**src/iso14443a_pkg.sv**
```systemverilog
// ==============================
// iso14443a receive path definitions
// modified Miller sequence codes, event kinds
// and the sizing of the event FIFO and credit link
// ==============================

`default_nettype none

package iso14443a_pkg;

    // one sequence per bit period, built from the first and second half pause samples
    // the code is simply {first_half_pause, second_half_pause}
    typedef enum logic [1:0] {
        SEQ_Y   = 2'b00,
        SEQ_X   = 2'b01,
        SEQ_Z   = 2'b10,
        SEQ_ERR = 2'b11
    } miller_seq_t;

    // what the frame decoder reported in one cycle, as carried on the event link
    typedef enum logic [2:0] {
        EV_SOC        = 3'd0,
        EV_DATA       = 3'd1,
        EV_EOC        = 3'd2,
        EV_EOC_DATA   = 3'd3,
        EV_EOC_PARITY = 3'd4,
        EV_PARITY_ERR = 3'd5,
        EV_SEQ_ERR    = 3'd6
    } rx_event_kind_t;

    // event FIFO entries between the frame decoder and the link
    localparam int RX_FIFO_DEPTH = 4;

    // credits the downstream receiver grants us after reset
    localparam int RX_CREDITS = 2;

    // widths derived from the sizes above
    localparam int RX_FIFO_AW  = $clog2(RX_FIFO_DEPTH);
    localparam int RX_CNT_W    = $clog2(RX_FIFO_DEPTH + 1);
    localparam int RX_CREDIT_W = $clog2(RX_CREDITS + 1);

endpackage

`default_nettype wire

```
**src/frame_decode.sv**
```systemverilog
// ==============================
// ISO 14443A reader to tag frame decoder
// finds start and end of frame, assembles bytes LSB first,
// checks odd parity and reports events as one cycle flags
// ==============================

`timescale 1ns/1ps
`default_nettype none

module frame_decode (
    input  logic                       clk,
    input  logic                       rst_n,
    input  logic                       seq_valid,
    input  iso14443a_pkg::miller_seq_t seq,
    output logic                       soc,
    output logic                       eoc,
    output logic                       data_valid,
    output logic [7:0]                 data,
    output logic [2:0]                 data_bits,
    output logic                       parity_error,
    output logic                       sequence_error,
    output logic                       resync
);

    import iso14443a_pkg::*;

    typedef enum logic {
        ST_IDLE,
        ST_FRAME
    } state_t;

    state_t     state;
    // the last decoded bit was a 1 which means the last sequence was an X
    logic       last_one;
    // one decoded bit is held back because it may belong to the end marker
    logic       have_held;
    logic       held_bit;
    // bits committed to the current byte, 8 means the parity bit is next
    logic [3:0] bit_cnt;
    // running XOR of the committed data bits
    logic       par_q;
    // byte under assembly
    logic [7:0] byte_q;

    // per sequence decode results
    logic       bit_valid;
    logic       bit_value;
    logic       frame_end;
    logic       frame_fault;
    logic       start_frame;
    logic       idle_fault;
    logic       commit;
    logic       parity_slot;
    logic       parity_ok;

    // ==============================
    // sequence to bit decode
    // ==============================

    always_comb begin
        bit_valid   = 1'b0;
        bit_value   = 1'b0;
        frame_end   = 1'b0;
        frame_fault = 1'b0;
        if (seq_valid && (state == ST_FRAME)) begin
            unique case (seq)
                SEQ_X: begin
                    bit_valid = 1'b1;
                    bit_value = 1'b1;
                end
                SEQ_Z: begin
                    // a 0 after a 1 must be sent as Y so Z here is illegal
                    if (last_one) begin
                        frame_fault = 1'b1;
                    end else begin
                        bit_valid = 1'b1;
                    end
                end
                SEQ_Y: begin
                    // Y after a 0 or straight after soc is the end of frame marker
                    if (last_one) begin
                        bit_valid = 1'b1;
                    end else begin
                        frame_end = 1'b1;
                    end
                end
                SEQ_ERR: begin
                    frame_fault = 1'b1;
                end
            endcase
        end
    end

    assign start_frame = seq_valid && (state == ST_IDLE) && (seq == SEQ_Z);
    // a pause in both halves is never legal on the line, in or out of a frame
    assign idle_fault  = seq_valid && (state == ST_IDLE) && (seq == SEQ_ERR);
    // an idle line carries Y, so it marks where a bit period really begins
    assign resync      = seq_valid && (state == ST_IDLE) && (seq == SEQ_Y);

    // a new bit pushes the held one into the byte
    assign commit      = bit_valid && have_held;
    assign parity_slot = (bit_cnt == 4'd8);
    // odd parity means data ones plus the parity bit give an odd count
    assign parity_ok   = par_q ^ held_bit;

    // ==============================
    // frame control and event flags
    // ==============================

    always_ff @(posedge clk or negedge rst_n) begin
        if (!rst_n) begin
            state          <= ST_IDLE;
            last_one       <= 1'b0;
            have_held      <= 1'b0;
            bit_cnt        <= 4'd0;
            par_q          <= 1'b0;
            soc            <= 1'b0;
            eoc            <= 1'b0;
            data_valid     <= 1'b0;
            data_bits      <= 3'd0;
            parity_error   <= 1'b0;
            sequence_error <= 1'b0;
        end else begin
            // every flag is a single cycle pulse
            soc            <= 1'b0;
            eoc            <= 1'b0;
            data_valid     <= 1'b0;
            data_bits      <= 3'd0;
            parity_error   <= 1'b0;
            sequence_error <= 1'b0;

            if (start_frame) begin
                state     <= ST_FRAME;
                soc       <= 1'b1;
                last_one  <= 1'b0;
                have_held <= 1'b0;
                bit_cnt   <= 4'd0;
                par_q     <= 1'b0;
            end

            if (frame_fault || idle_fault) begin
                sequence_error <= 1'b1;
                state          <= ST_IDLE;
            end

            if (bit_valid) begin
                last_one  <= bit_value;
                have_held <= 1'b1;
            end

            if (commit) begin
                if (!parity_slot) begin
                    bit_cnt <= bit_cnt + 4'd1;
                    par_q   <= par_q ^ held_bit;
                end else if (parity_ok) begin
                    data_valid <= 1'b1;
                    bit_cnt    <= 4'd0;
                    par_q      <= 1'b0;
                end else begin
                    parity_error <= 1'b1;
                    state        <= ST_IDLE;
                end
            end

            // the held 0 was part of the end marker and is dropped here
            if (frame_end) begin
                eoc   <= 1'b1;
                state <= ST_IDLE;
                if (parity_slot) begin
                    parity_error <= 1'b1;
                end else if (bit_cnt != 4'd0) begin
                    data_valid <= 1'b1;
                    data_bits  <= bit_cnt[2:0];
                end
            end
        end
    end

    // byte assembly and the output byte
    always_ff @(posedge clk) begin
        if (bit_valid) begin
            held_bit <= bit_value;
        end
        // cleared at each byte start so a partial byte has zero upper bits
        if (start_frame) begin
            byte_q <= 8'h00;
        end
        if (commit && !parity_slot) begin
            byte_q[bit_cnt[2:0]] <= held_bit;
        end
        if (commit && parity_slot) begin
            data   <= byte_q;
            byte_q <= 8'h00;
        end
        if (frame_end) begin
            data <= byte_q;
        end
    end

endmodule

`default_nettype wire

```
**src/iso14443a_rx.sv**
```systemverilog
// ==============================
// ISO 14443A receive path top level
// half samples in, credit controlled frame events out
// ==============================

`timescale 1ns/1ps
`default_nettype none

module iso14443a_rx (
    input  logic                          clk,
    input  logic                          rst_n,
    input  logic                          half_valid,
    input  logic                          half_pause,
    input  logic                          credit_return,
    output logic                          ev_valid,
    output iso14443a_pkg::rx_event_kind_t ev_kind,
    output logic [7:0]                    ev_data,
    output logic [2:0]                    ev_bits,
    output logic                          overflow
);

    import iso14443a_pkg::*;

    // sequence stream between the Miller decoder and the frame decoder
    logic        seq_valid;
    miller_seq_t seq;
    // idle line seen by the frame decoder realigns the half phase
    logic        resync;

    // frame decoder flags
    logic        soc;
    logic        eoc;
    logic        data_valid;
    logic [7:0]  data;
    logic [2:0]  data_bits;
    logic        parity_error;
    logic        sequence_error;

    miller_sequence_decode u_seq_decode (
        .clk        (clk),
        .rst_n      (rst_n),
        .half_valid (half_valid),
        .half_pause (half_pause),
        .resync     (resync),
        .seq_valid  (seq_valid),
        .seq        (seq)
    );

    frame_decode u_frame_decode (
        .clk            (clk),
        .rst_n          (rst_n),
        .seq_valid      (seq_valid),
        .seq            (seq),
        .soc            (soc),
        .eoc            (eoc),
        .data_valid     (data_valid),
        .data           (data),
        .data_bits      (data_bits),
        .parity_error   (parity_error),
        .sequence_error (sequence_error),
        .resync         (resync)
    );

    rx_event_out u_event_out (
        .clk            (clk),
        .rst_n          (rst_n),
        .soc            (soc),
        .eoc            (eoc),
        .data_valid     (data_valid),
        .data           (data),
        .data_bits      (data_bits),
        .parity_error   (parity_error),
        .sequence_error (sequence_error),
        .credit_return  (credit_return),
        .ev_valid       (ev_valid),
        .ev_kind        (ev_kind),
        .ev_data        (ev_data),
        .ev_bits        (ev_bits),
        .overflow       (overflow)
    );

endmodule

`default_nettype wire

```
**src/miller_sequence_decode.sv**
```systemverilog
// ==============================
// modified Miller sequence decoder
// pairs half-bit pause samples into X, Y, Z sequences
// and marks a pause in both halves as illegal
// ==============================

`timescale 1ns/1ps
`default_nettype none

module miller_sequence_decode (
    input  logic                       clk,
    input  logic                       rst_n,
    input  logic                       half_valid,
    input  logic                       half_pause,
    input  logic                       resync,
    output logic                       seq_valid,
    output iso14443a_pkg::miller_seq_t seq
);

    import iso14443a_pkg::*;

    // high while the next accepted sample is the second half of a bit period
    logic        second_half;
    // pause sample captured in the first half
    logic        first_pause;
    // this sample closes a pair
    logic        take_second;
    // sequence formed by the stored first half and the current sample
    miller_seq_t pair_seq;

    // a resync in the same cycle as a sample pulls that sample back to a first half
    assign take_second = half_valid && second_half && !resync;

    always_comb begin
        case ({first_pause, half_pause})
            2'b00:   pair_seq = SEQ_Y;
            2'b01:   pair_seq = SEQ_X;
            2'b10:   pair_seq = SEQ_Z;
            default: pair_seq = SEQ_ERR;
        endcase
    end

    // ==============================
    // half phase and output strobe
    // ==============================

    always_ff @(posedge clk or negedge rst_n) begin
        if (!rst_n) begin
            second_half <= 1'b0;
            seq_valid   <= 1'b0;
        end else begin
            // the sequence appears one cycle after its second half
            seq_valid <= take_second;

            if (take_second) begin
                second_half <= 1'b0;
            end else if (half_valid) begin
                // every other accepted sample opens a new bit period
                second_half <= 1'b1;
            end else if (resync) begin
                second_half <= 1'b0;
            end
        end
    end

    // sample storage and the decoded sequence itself
    always_ff @(posedge clk) begin
        if (half_valid && !take_second) begin
            first_pause <= half_pause;
        end
        if (take_second) begin
            seq <= pair_seq;
        end
    end

endmodule

`default_nettype wire

```
**src/rx_event_out.sv**
```systemverilog
// ==============================
// receive event output stage
// queues frame decoder events in a small FIFO and
// sends them downstream under credit based flow control
// ==============================

`timescale 1ns/1ps
`default_nettype none

module rx_event_out (
    input  logic                          clk,
    input  logic                          rst_n,
    input  logic                          soc,
    input  logic                          eoc,
    input  logic                          data_valid,
    input  logic [7:0]                    data,
    input  logic [2:0]                    data_bits,
    input  logic                          parity_error,
    input  logic                          sequence_error,
    input  logic                          credit_return,
    output logic                          ev_valid,
    output iso14443a_pkg::rx_event_kind_t ev_kind,
    output logic [7:0]                    ev_data,
    output logic [2:0]                    ev_bits,
    output logic                          overflow
);

    import iso14443a_pkg::*;

    rx_event_kind_t              kind_mem [RX_FIFO_DEPTH];
    logic [7:0]                  data_mem [RX_FIFO_DEPTH];
    logic [2:0]                  bits_mem [RX_FIFO_DEPTH];

    logic [RX_FIFO_AW-1:0]       wr_ptr;
    logic [RX_FIFO_AW-1:0]       rd_ptr;
    logic [RX_CNT_W-1:0]         fill;
    logic [RX_CREDIT_W-1:0]      credits;

    rx_event_kind_t              push_kind;
    logic                        any_flag;
    logic                        fifo_full;
    logic                        push;
    logic                        pop;

    function automatic logic [RX_FIFO_AW-1:0] next_ptr(input logic [RX_FIFO_AW-1:0] p);
        next_ptr = (p == RX_FIFO_AW'(RX_FIFO_DEPTH - 1)) ? '0 : p + 1'b1;
    endfunction

    // ==============================
    // flag to event kind mapping
    // ==============================

    // errors win since they may come together with eoc
    always_comb begin
        if (sequence_error) begin
            push_kind = EV_SEQ_ERR;
        end else if (parity_error && eoc) begin
            push_kind = EV_EOC_PARITY;
        end else if (parity_error) begin
            push_kind = EV_PARITY_ERR;
        end else if (eoc && data_valid) begin
            push_kind = EV_EOC_DATA;
        end else if (eoc) begin
            push_kind = EV_EOC;
        end else if (data_valid) begin
            push_kind = EV_DATA;
        end else begin
            push_kind = EV_SOC;
        end
    end

    assign any_flag  = soc | eoc | data_valid | parity_error | sequence_error;
    assign fifo_full = (fill == RX_CNT_W'(RX_FIFO_DEPTH));
    // the head leaves only while the receiver still has room for it
    assign pop       = (fill != '0) && (credits != '0);
    // a full FIFO still takes the event when the head leaves in the same cycle
    assign push      = any_flag && (!fifo_full || pop);

    // ==============================
    // FIFO control, credits and overflow
    // ==============================

    always_ff @(posedge clk or negedge rst_n) begin
        if (!rst_n) begin
            wr_ptr   <= '0;
            rd_ptr   <= '0;
            fill     <= '0;
            credits  <= RX_CREDIT_W'(RX_CREDITS);
            ev_valid <= 1'b0;
            overflow <= 1'b0;
        end else begin
            ev_valid <= pop;
            if (push) begin
                wr_ptr <= next_ptr(wr_ptr);
            end
            if (pop) begin
                rd_ptr <= next_ptr(rd_ptr);
            end
            if (push && !pop) begin
                fill <= fill + 1'b1;
            end else if (pop && !push) begin
                fill <= fill - 1'b1;
            end
            // a returned credit in a send cycle cancels the credit spent
            if (pop && !credit_return) begin
                credits <= credits - 1'b1;
            end else if (credit_return && !pop) begin
                credits <= credits + 1'b1;
            end
            // sticky once any event has been lost
            if (any_flag && !push) begin
                overflow <= 1'b1;
            end
        end
    end

    // entry storage and the link payload
    always_ff @(posedge clk) begin
        if (push) begin
            kind_mem[wr_ptr] <= push_kind;
            data_mem[wr_ptr] <= data;
            bits_mem[wr_ptr] <= data_bits;
        end
        if (pop) begin
            ev_kind <= kind_mem[rd_ptr];
            ev_data <= data_mem[rd_ptr];
            ev_bits <= bits_mem[rd_ptr];
        end
    end

endmodule

`default_nettype wire
```
**config.mk**
```make
export PLATFORM = sky130hd
export DESIGN_NAME = iso14443a_rx
export DESIGN_NICKNAME = d
export VERILOG_FILES = /design/src/iso14443a_pkg.sv /design/src/frame_decode.sv /design/src/iso14443a_rx.sv /design/src/miller_sequence_decode.sv /design/src/rx_event_out.sv
export SDC_FILE = /design/constraint.sdc
export NUM_CORES = 1
export LEC_CHECK = 0
export BUFFER_PORTS_ARGS = -buffer_cell sky130_fd_sc_hd__buf_2
export CAP_MARGIN = 20
export CORE_MARGIN = 1.5
export CORE_UTILIZATION = 63
export CTS_BUF_LIST = sky130_fd_sc_hd__clkbuf_4
export DETAILED_ROUTE_END_ITERATION = 8
export GPL_ROUTABILITY_DRIVEN = 1
export GPL_TIMING_DRIVEN = 0
export PLACE_DENSITY = 0.89
export REMOVE_ABC_BUFFERS = 1
export SLEW_MARGIN = 20
export SYNTH_ARGS = -nofsm -noshare
export SYNTH_HDL_FRONTEND = slang
export SYNTH_SLANG_ARGS = --single-unit
```
**constraint.sdc**
```tcl
create_clock -name clk -period 2.2 [get_ports clk]
set_input_delay 0.11 -clock clk [delete_from_list [all_inputs] [get_ports clk]]
set_output_delay 0.11 -clock clk [all_outputs]
set_load 0.1 [all_outputs]
```
---- Word-level counts from Yosys, hierarchy flattened ----
Memory sizes are Yosys's and may differ from the RTL's. A register that Yosys moved wholly into a read port is not among the register bits.
Cells that the tools add are included.
operators by class
  $add $sub $neg .......................... 7
  $lt $le $gt $ge ......................... 2
  eq/ne operators ......................... 9
  mux-type cells .......................... 69
  bitwise logic cells ..................... 6
  reductions and logical operators ........ 40
operator list
  cell                                                                                  count
  1-bit 2-to-1 mux                                                                      42
  8-bit 2-to-1 mux                                                                      4
  3-bit 2-to-1 mux                                                                      10
  1-bit logical AND                                                                     21
  4-bit 2-to-1 mux                                                                      4
  2-bit == test (second input constant)                                                 5
  2-bit nonzero test                                                                    5
  8-bit bitwise mux                                                                     1
  2-bit 2-to-1 mux                                                                      4
  1-bit zero test                                                                       7
  2-bit by 1-bit adder with 2-bit output (second input constant)                        3
  2-bit one-hot mux with 3 select lines                                                 1
  3-bit nonzero test                                                                    2
  4-bit by 1-bit adder with 4-bit output (second input constant)                        1
  2-bit by 1-bit == test with 1-bit output (second input constant)                      2
  4-bit == test (second input constant)                                                 1
  2-bit zero test                                                                       2
  3-bit by 4-bit less-than comparator with 1-bit output (second input constant)         1
  1-bit OR                                                                              4
  4-bit nonzero test                                                                    1
  3-bit by 1-bit adder with 3-bit output (second input constant)                        1
  1-bit demux with 3-bit select                                                         1
  3-bit == test (second input constant)                                                 1
  3-bit by 1-bit greater-or-equal comparator with 1-bit output (second input constant)  1
  other kinds (7)                                                                       8
word-level totals
  register bits ........................... 49
  memory bits (writable) .................. 56
  bits of input ports ..................... 5
  output and inout port bits .............. 16
  logic and storage cells ................. 160
  memories ................................ 3
memories
  memory                words  width  rd ports  clocked after memory_dff  wr ports  line                RTL
  u_event_out.data_mem  4      8      1         1                         1         rx_event_out.sv:31  logic [7:0] data_mem [RX_FIFO_DEPTH];
  u_event_out.bits_mem  4      3      1         1                         1         rx_event_out.sv:32  logic [2:0] bits_mem [RX_FIFO_DEPTH];
  u_event_out.kind_mem  4      3      1         1                         1         rx_event_out.sv:30  rx_event_kind_t kind_mem [RX_FIFO_DEPTH];

---- Longest topological paths before layout ----
  word-level depth ........................ 9
  mapped depth ............................ 9
  mapped depth without buffers ............ 9

---- Hierarchy ----
A second synthesis with hierarchy kept.
second synthesis, totals
  cells, all modules ...................... 286
  area, all modules ....................... 4705.8 um2
modules (own cells, without submodules)
  module                  times used  cells an instance  area an instance (um2)  sequential area each (um2)
  rx_event_out            1           144                3114.2                  2378.5
  frame_decode            1           130                1397.6                  830.8
  miller_sequence_decode  1           12                 193.9                   140.1

---- Worst setup path before layout ----
No wires, ideal clock.
  path type ............................... reg-to-reg
  start point ............................. register u_frame_decode.parity_error
  end point ............................... register u_event_out.fill[1]
  setup time .............................. 125 ps
  data arrival time ....................... 1932 ps
  data required time ...................... 2075 ps
  slack ................................... 143 ps
  cell stages (with the launch flop) ...... 8
  path buffers ............................ 0
  clock period less this slack ............ 2057 ps
  cell sequence ........................... dfrtp_1 -> or2_2 -> nor4_2 -> a21oi_2 -> ha_1 -> inv_1 -> fa_1 -> mux2_2
between the ends
  word-level cells in the longest chain between the ends .. 6
  elaborated cells on any way between the ends .. 8
  classes of those cells .................. mux (1); bitwise (2); reduce/logical (5)
RTL lines
  element                              line                 RTL
  start: declaration                   frame_decode.sv:20   output logic parity_error,
  start signal: assignment             frame_decode.sv:121  parity_error <= 1'b0;
  start signal: assignment             frame_decode.sv:129  parity_error <= 1'b0;
  start signal: assignment             frame_decode.sv:160  parity_error <= 1'b1;
  1-bit OR * (2 in series)             rx_event_out.sv:72   assign any_flag = soc | eoc | data_valid | parity_error | sequence_error;
  1-bit logical AND *                  rx_event_out.sv:77   assign push = any_flag && (!fifo_full || pop);
  net u_event_out.push                 rx_event_out.sv:42   logic push;
  1-bit zero test                      rx_event_out.sv:101  end else if (pop && !push) begin
  1-bit logical AND                    rx_event_out.sv:101
  2-bit nonzero test (no source line)  -
  end signal: assignment               rx_event_out.sv:100  fill <= fill + 1'b1;
  end signal: assignment               rx_event_out.sv:102  fill <= fill - 1'b1;
  end: declaration                     rx_event_out.sv:36   logic [RX_CNT_W-1:0] fill;
The timed path passes the listed nets; every way through them passes the cells marked *.
A chain may end at the register's enable or synchronous reset.

---- Worst setup path in the final report ----
  start point ............................. register u_event_out.fill[0]
  end point ............................... register u_event_out.fill[1]
between the ends
  word-level cells in the longest chain between the ends .. 7
  elaborated cells on any way between the ends .. 15
  classes of those cells .................. add/sub (2); eq/ne (1); mux (2); reduce/logical (10)
RTL lines
  element                                               line
  3-bit == test or 3-bit nonzero test (tied branches)   rx_event_out.sv:73, rx_event_out.sv:75
  1-bit zero test or 1-bit logical AND (tied branches)  rx_event_out.sv:77, rx_event_out.sv:75
  1-bit logical OR *                                    rx_event_out.sv:77
  1-bit logical AND *                                   rx_event_out.sv:77
  net u_event_out.push                                  rx_event_out.sv:42
  1-bit zero test                                       rx_event_out.sv:101
  1-bit logical AND                                     rx_event_out.sv:101
  2-bit nonzero test (no source line)                   -
The timed path passes the listed nets; every way through them passes the cells marked *. The select of a mux whose other input is x is not followed.

==> run_summary.xml <==
<?xml version="1.0" encoding="UTF-8"?>
<metrics>
  <group name="floorplanning">
    <metric name="die_h" unit="microns">88.8</metric>
    <metric name="core-area" unit="sq mm">0.00718</metric>
    <metric name="count_of_pins_on_the_block_boundary" unit="">21</metric>
    <metric name="die_width" unit="microns">88.8</metric>
    <metric name="floorplan.die_area" unit="sq mm">0.00788</metric>
    <metric name="rows" unit="">31</metric>
    <metric name="start_util" unit="%">64.6</metric>
  </group>
  <group name="finish">
    <metric name="utilization" unit="%">72.0</metric>
    <metric name="finalInstanceArea" unit="sq mm">0.00517</metric>
    <metric name="design.final.nets" unit="">334</metric>
    <metric name="synthToLayoutAreaGrowth" unit="%">11.5</metric>
    <metric name="antenna_cells" unit="">0</metric>
    <metric name="drive_above_1_share" unit="%">26.2</metric>
  </group>
  <group name="critical_path">
    <metric name="critical_path_class" unit="">flop to flop</metric>
    <metric name="critical_path.endpoint_type" unit="">flop</metric>
    <metric name="critical_path_required" unit="ns">2.59</metric>
    <metric name="slowest_stage" unit="">dfrtp_1</metric>
    <metric name="critPathLaunchType" unit="">flop</metric>
    <metric name="slowest_delay" unit="ns">0.49</metric>
    <metric name="worst-endpoint-arrival" unit="ns">2.50</metric>
    <metric name="worst-path-max-fanout" unit="">4</metric>
    <metric name="path_cells" unit="">nor4_2 -&gt; a21oi_4 -&gt; ha_4 -&gt; inv_1 -&gt; fa_1 -&gt; mux2_2</metric>
  </group>
  <group name="sta">
    <metric name="timing.clock.skew" unit="ns">0.0190</metric>
    <metric name="final.min_clock_period" unit="ns">2.12</metric>
    <metric name="timing.fmax" unit="GHz">0.473</metric>
    <metric name="slew_viol_final" unit="">0</metric>
    <metric name="worst_slew_pin_slew" unit="ns">0.966</metric>
    <metric name="timing_hold_violations_final" unit="">0</metric>
    <metric name="fin_crit_sh" unit="%">96.1</metric>
    <metric name="grt_setup_unrepaired" unit="">false</metric>
    <metric name="finalSetupViolations" unit="">0</metric>
    <metric name="slew_headroom" unit="%">35.6</metric>
  </group>
  <group name="clocking">
    <metric name="clk_pin_slew" unit="ns">0.11</metric>
    <metric name="cts_tree" unit="">yes</metric>
    <metric name="cts_made_buffers" unit="">17</metric>
    <metric name="ctsHtreeMaxLevel" unit="">4</metric>
    <metric name="clock_path_buffers" unit="">2</metric>
    <metric name="cts_root_buf" unit="">clkbuf_4</metric>
    <metric name="clock-sinks" unit="">119</metric>
    <metric name="worst_skew_pair.late_latency" unit="ns">0.50</metric>
  </group>
  <group name="yosys">
    <metric name="synthTopCellsByArea" unit="">edfxtp_1 53%, dfrtp_1 15%, mux4_2 6.8%</metric>
    <metric name="ys_warn_count" unit="">0</metric>
    <metric name="synth_area_leader_cell" unit="">edfxtp_1</metric>
    <metric name="post_synth_most_frequent_cells" unit="">82 x edfxtp_1, 28 x dfrtp_1, 16 x nand2_1</metric>
    <metric name="mappedNetlistArea" unit="sq mm">0.00464</metric>
    <metric name="synth_largest_type_area_fraction" unit="%">53.1</metric>
    <metric name="syn_avg_cell_area" unit="sq um">16.4</metric>
    <metric name="synth_most_common_cell" unit="">edfxtp_1</metric>
    <metric name="synth_instances" unit="">283</metric>
    <metric name="synth_enable_flop_cells" unit="">82</metric>
    <metric name="ys_seq_area_share" unit="%">72.3</metric>
    <metric name="flip_flop_and_latch_count_after_synthesis" unit="">119</metric>
    <metric name="synth_cell_type_count" unit="">50</metric>
    <metric name="synth_top_flop_cell" unit="">edfxtp_1</metric>
    <metric name="async_set_or_reset_register_ratio_after_synthesis" unit="%">24.4</metric>
  </group>
  <group name="min_path">
    <metric name="timing.hold.worst.class" unit="">input pin to asynchronous set/reset pin</metric>
  </group>
  <group name="grt">
    <metric name="globalRouteOverflowTotal" unit="">0</metric>
    <metric name="grt_pass1_wl" unit="microns">11600</metric>
    <metric name="grt_pass1_vias" unit="">2391</metric>
    <metric name="grt_start_max_net_pins" unit="">30</metric>
    <metric name="grt_use_total" unit="%">20.3</metric>
    <metric name="number_of_antenna_violations_at_the_first_check_in_global_routing" unit="">0</metric>
  </group>
  <group name="drt">
    <metric name="dr_total_vias" unit="">2474</metric>
    <metric name="route.final.wire_length" unit="microns">7020</metric>
    <metric name="vias_per_cell" unit="">5.74</metric>
    <metric name="firstDrtPassIters" unit="">4</metric>
    <metric name="drt_drc_violations_left" unit="">0</metric>
    <metric name="detail_route.iter0.violations" unit="">111</metric>
    <metric name="detail-route-antenna-nets" unit="">0</metric>
    <metric name="routed_wire_length_per_instance" unit="microns">16.3</metric>
  </group>
  <group name="place">
    <metric name="gp_congestion" unit="">0.790</metric>
    <metric name="io_buffers" unit="">20</metric>
    <metric name="placed_area" unit="sq mm">0.00481</metric>
    <metric name="dp_hpwl" unit="microns">4560</metric>
  </group>
  <group name="power_and_ir_drop">
    <metric name="p_leak" unit="nW">1.92</metric>
    <metric name="cellPowerDensity" unit="mW/mm^2">1420</metric>
    <metric name="vdd_drop_max" unit="uV">627</metric>
  </group>
  <group name="run_status">
    <metric name="run_status" unit="">finished clean</metric>
  </group>
  <group name="run">
    <metric name="drv_cap" unit="">0</metric>
  </group>
</metrics>
cell usage in the layout, fill, tap and decap left out, types with 10 or more instances in the layout:
master and instances:
a21oi_1 11, and2_1 10, buf_2 20, clkbuf_4 17, dfrtp_1 28, edfxtp_1 82
inv_1 12, mux4_2 14, nand2_1 15, nor2_1 12
what timing repair did:
| item | CTS | global route |
|---|---|---|
| resized for setup | 4 | 7 |
| setup endpoints to repair | 4 | 11 |
| endpoints found under the hold margin | 37 | 0 |
| hold buffers | 4 | 0 |
| pin swaps | 0 | 3 |
| buffers inserted | 0 | 4 |
routing by layer:
layer  GRT usage, %  up-vias  share of wire (%)
met4           8.52        0                1.2
met5              0        -                  0
met2           33.5       71                 53
li1               -     1158                  -
met1           25.6     1236                 42
met3           5.32        9                4.4
stage by stage:
| stage | instances | TNS, ns | hold WS (ns) | setup WS, ns | power (mW) |
|---|---|---|---|---|---|
| floorplan | 272 | 0 | -0.186 | 0.143 | 5.49 |
| global placement | 391 | -0.0354 | 0.159 | -0.0354 | 5.86 |
| detailed placement | 391 | -0.196 | 0.163 | -0.129 | 5.97 |
| CTS | 427 | 0 | 0.142 | 0.0205 | 7.25 |
| global route | 431 | 0 | 0.194 | 0.00261 | 7.74 |
| finish | 431 | 0 | 0.161 | 0.0849 | 7.34 |
state kept, by name, indices dropped and copies added (netlist names), 2 cells and up:
name                      cells
u_event_out.fill              3
u_event_out.kind_mem         12
u_event_out.bits_mem         12
u_event_out.wr_ptr            2
u_seq_decode.seq              2
u_event_out.ev_data           8
u_frame_decode.bit_cnt        4
u_frame_decode.data           8
u_event_out.rd_ptr            2
u_frame_decode.data_bits      3
u_event_out.data_mem         32
u_frame_decode.byte_q         8
u_event_out.credits           2
u_event_out.ev_kind           3
u_event_out.ev_bits           3
critical path, delay by kind of cell (launching register included):
family	cells	cell delay, ns
DFF	1	0.49
adders and majority gates	2	0.59
AOI/OAI and AO/OA	1	0.13
muxes	1	0.27
and+or+nand+nor	1	0.47
buffers and inverters	1	0.06
final timing paths:
| kind | from | end | slack, ns | cells past startpoint |
|---|---|---|---|---|
| setup / recovery | u_event_out.fill[0]$_DFFE_PN0P_ | u_event_out.fill[1]$_DFFE_PN0P_ | 0.08 | 6 |
| hold / removal | rst_n | u_seq_decode.second_half$_DFFE_PN0P_ | 0.16 | 2 |
| setup reg to reg | u_event_out.fill[0]$_DFFE_PN0P_ | u_event_out.fill[1]$_DFFE_PN0P_ | 0.08 | 6 |
| hold reg to reg | u_seq_decode.first_pause$_DFFE_PP_ | u_seq_decode.seq[1]$_DFFE_PP_ | 0.43 | 0 |
| max in group asynchronous | rst_n | u_frame_decode.data_bits[0]$_DFF_PN0_ | 1.62 | 2 |
| min in group clk | half_pause | u_seq_decode.first_pause$_DFFE_PP_ | 0.35 | 2 |
area by class of cell:
cell class / count / area (sq um)
inverters: 14 / 52.6
fillers: 420 / 2010
well taps: 99 / 124
flip-flops and latches: 119 / 3350
multi-input cells: 139 / 1240
clock buffers: 17 / 128
clock inverters: 15 / 106
repair buffers: 28 / 170
where the power goes:
part | internal (mW) | switching (mW) | total, mW
Combinational | 0.795 | 1.83 | 2.63
Clock | 0.449 | 0.816 | 1.27
Sequential | 3.00 | 0.451 | 3.45
Total | 4.24 | 3.10 | 7.34
cell families after synthesis:
group | Yosys count | share of synthesized area [%]
compound gates | 46 | 6.75
xor+xnor | 8 | 1.51
fa+ha+maj | 10 | 2.86
buf+inv | 25 | 2.29
flops | 119 | 72.3
mux | 18 | 7.75
simple gates | 57 | 6.59
(Power assumes the default switching activity.)
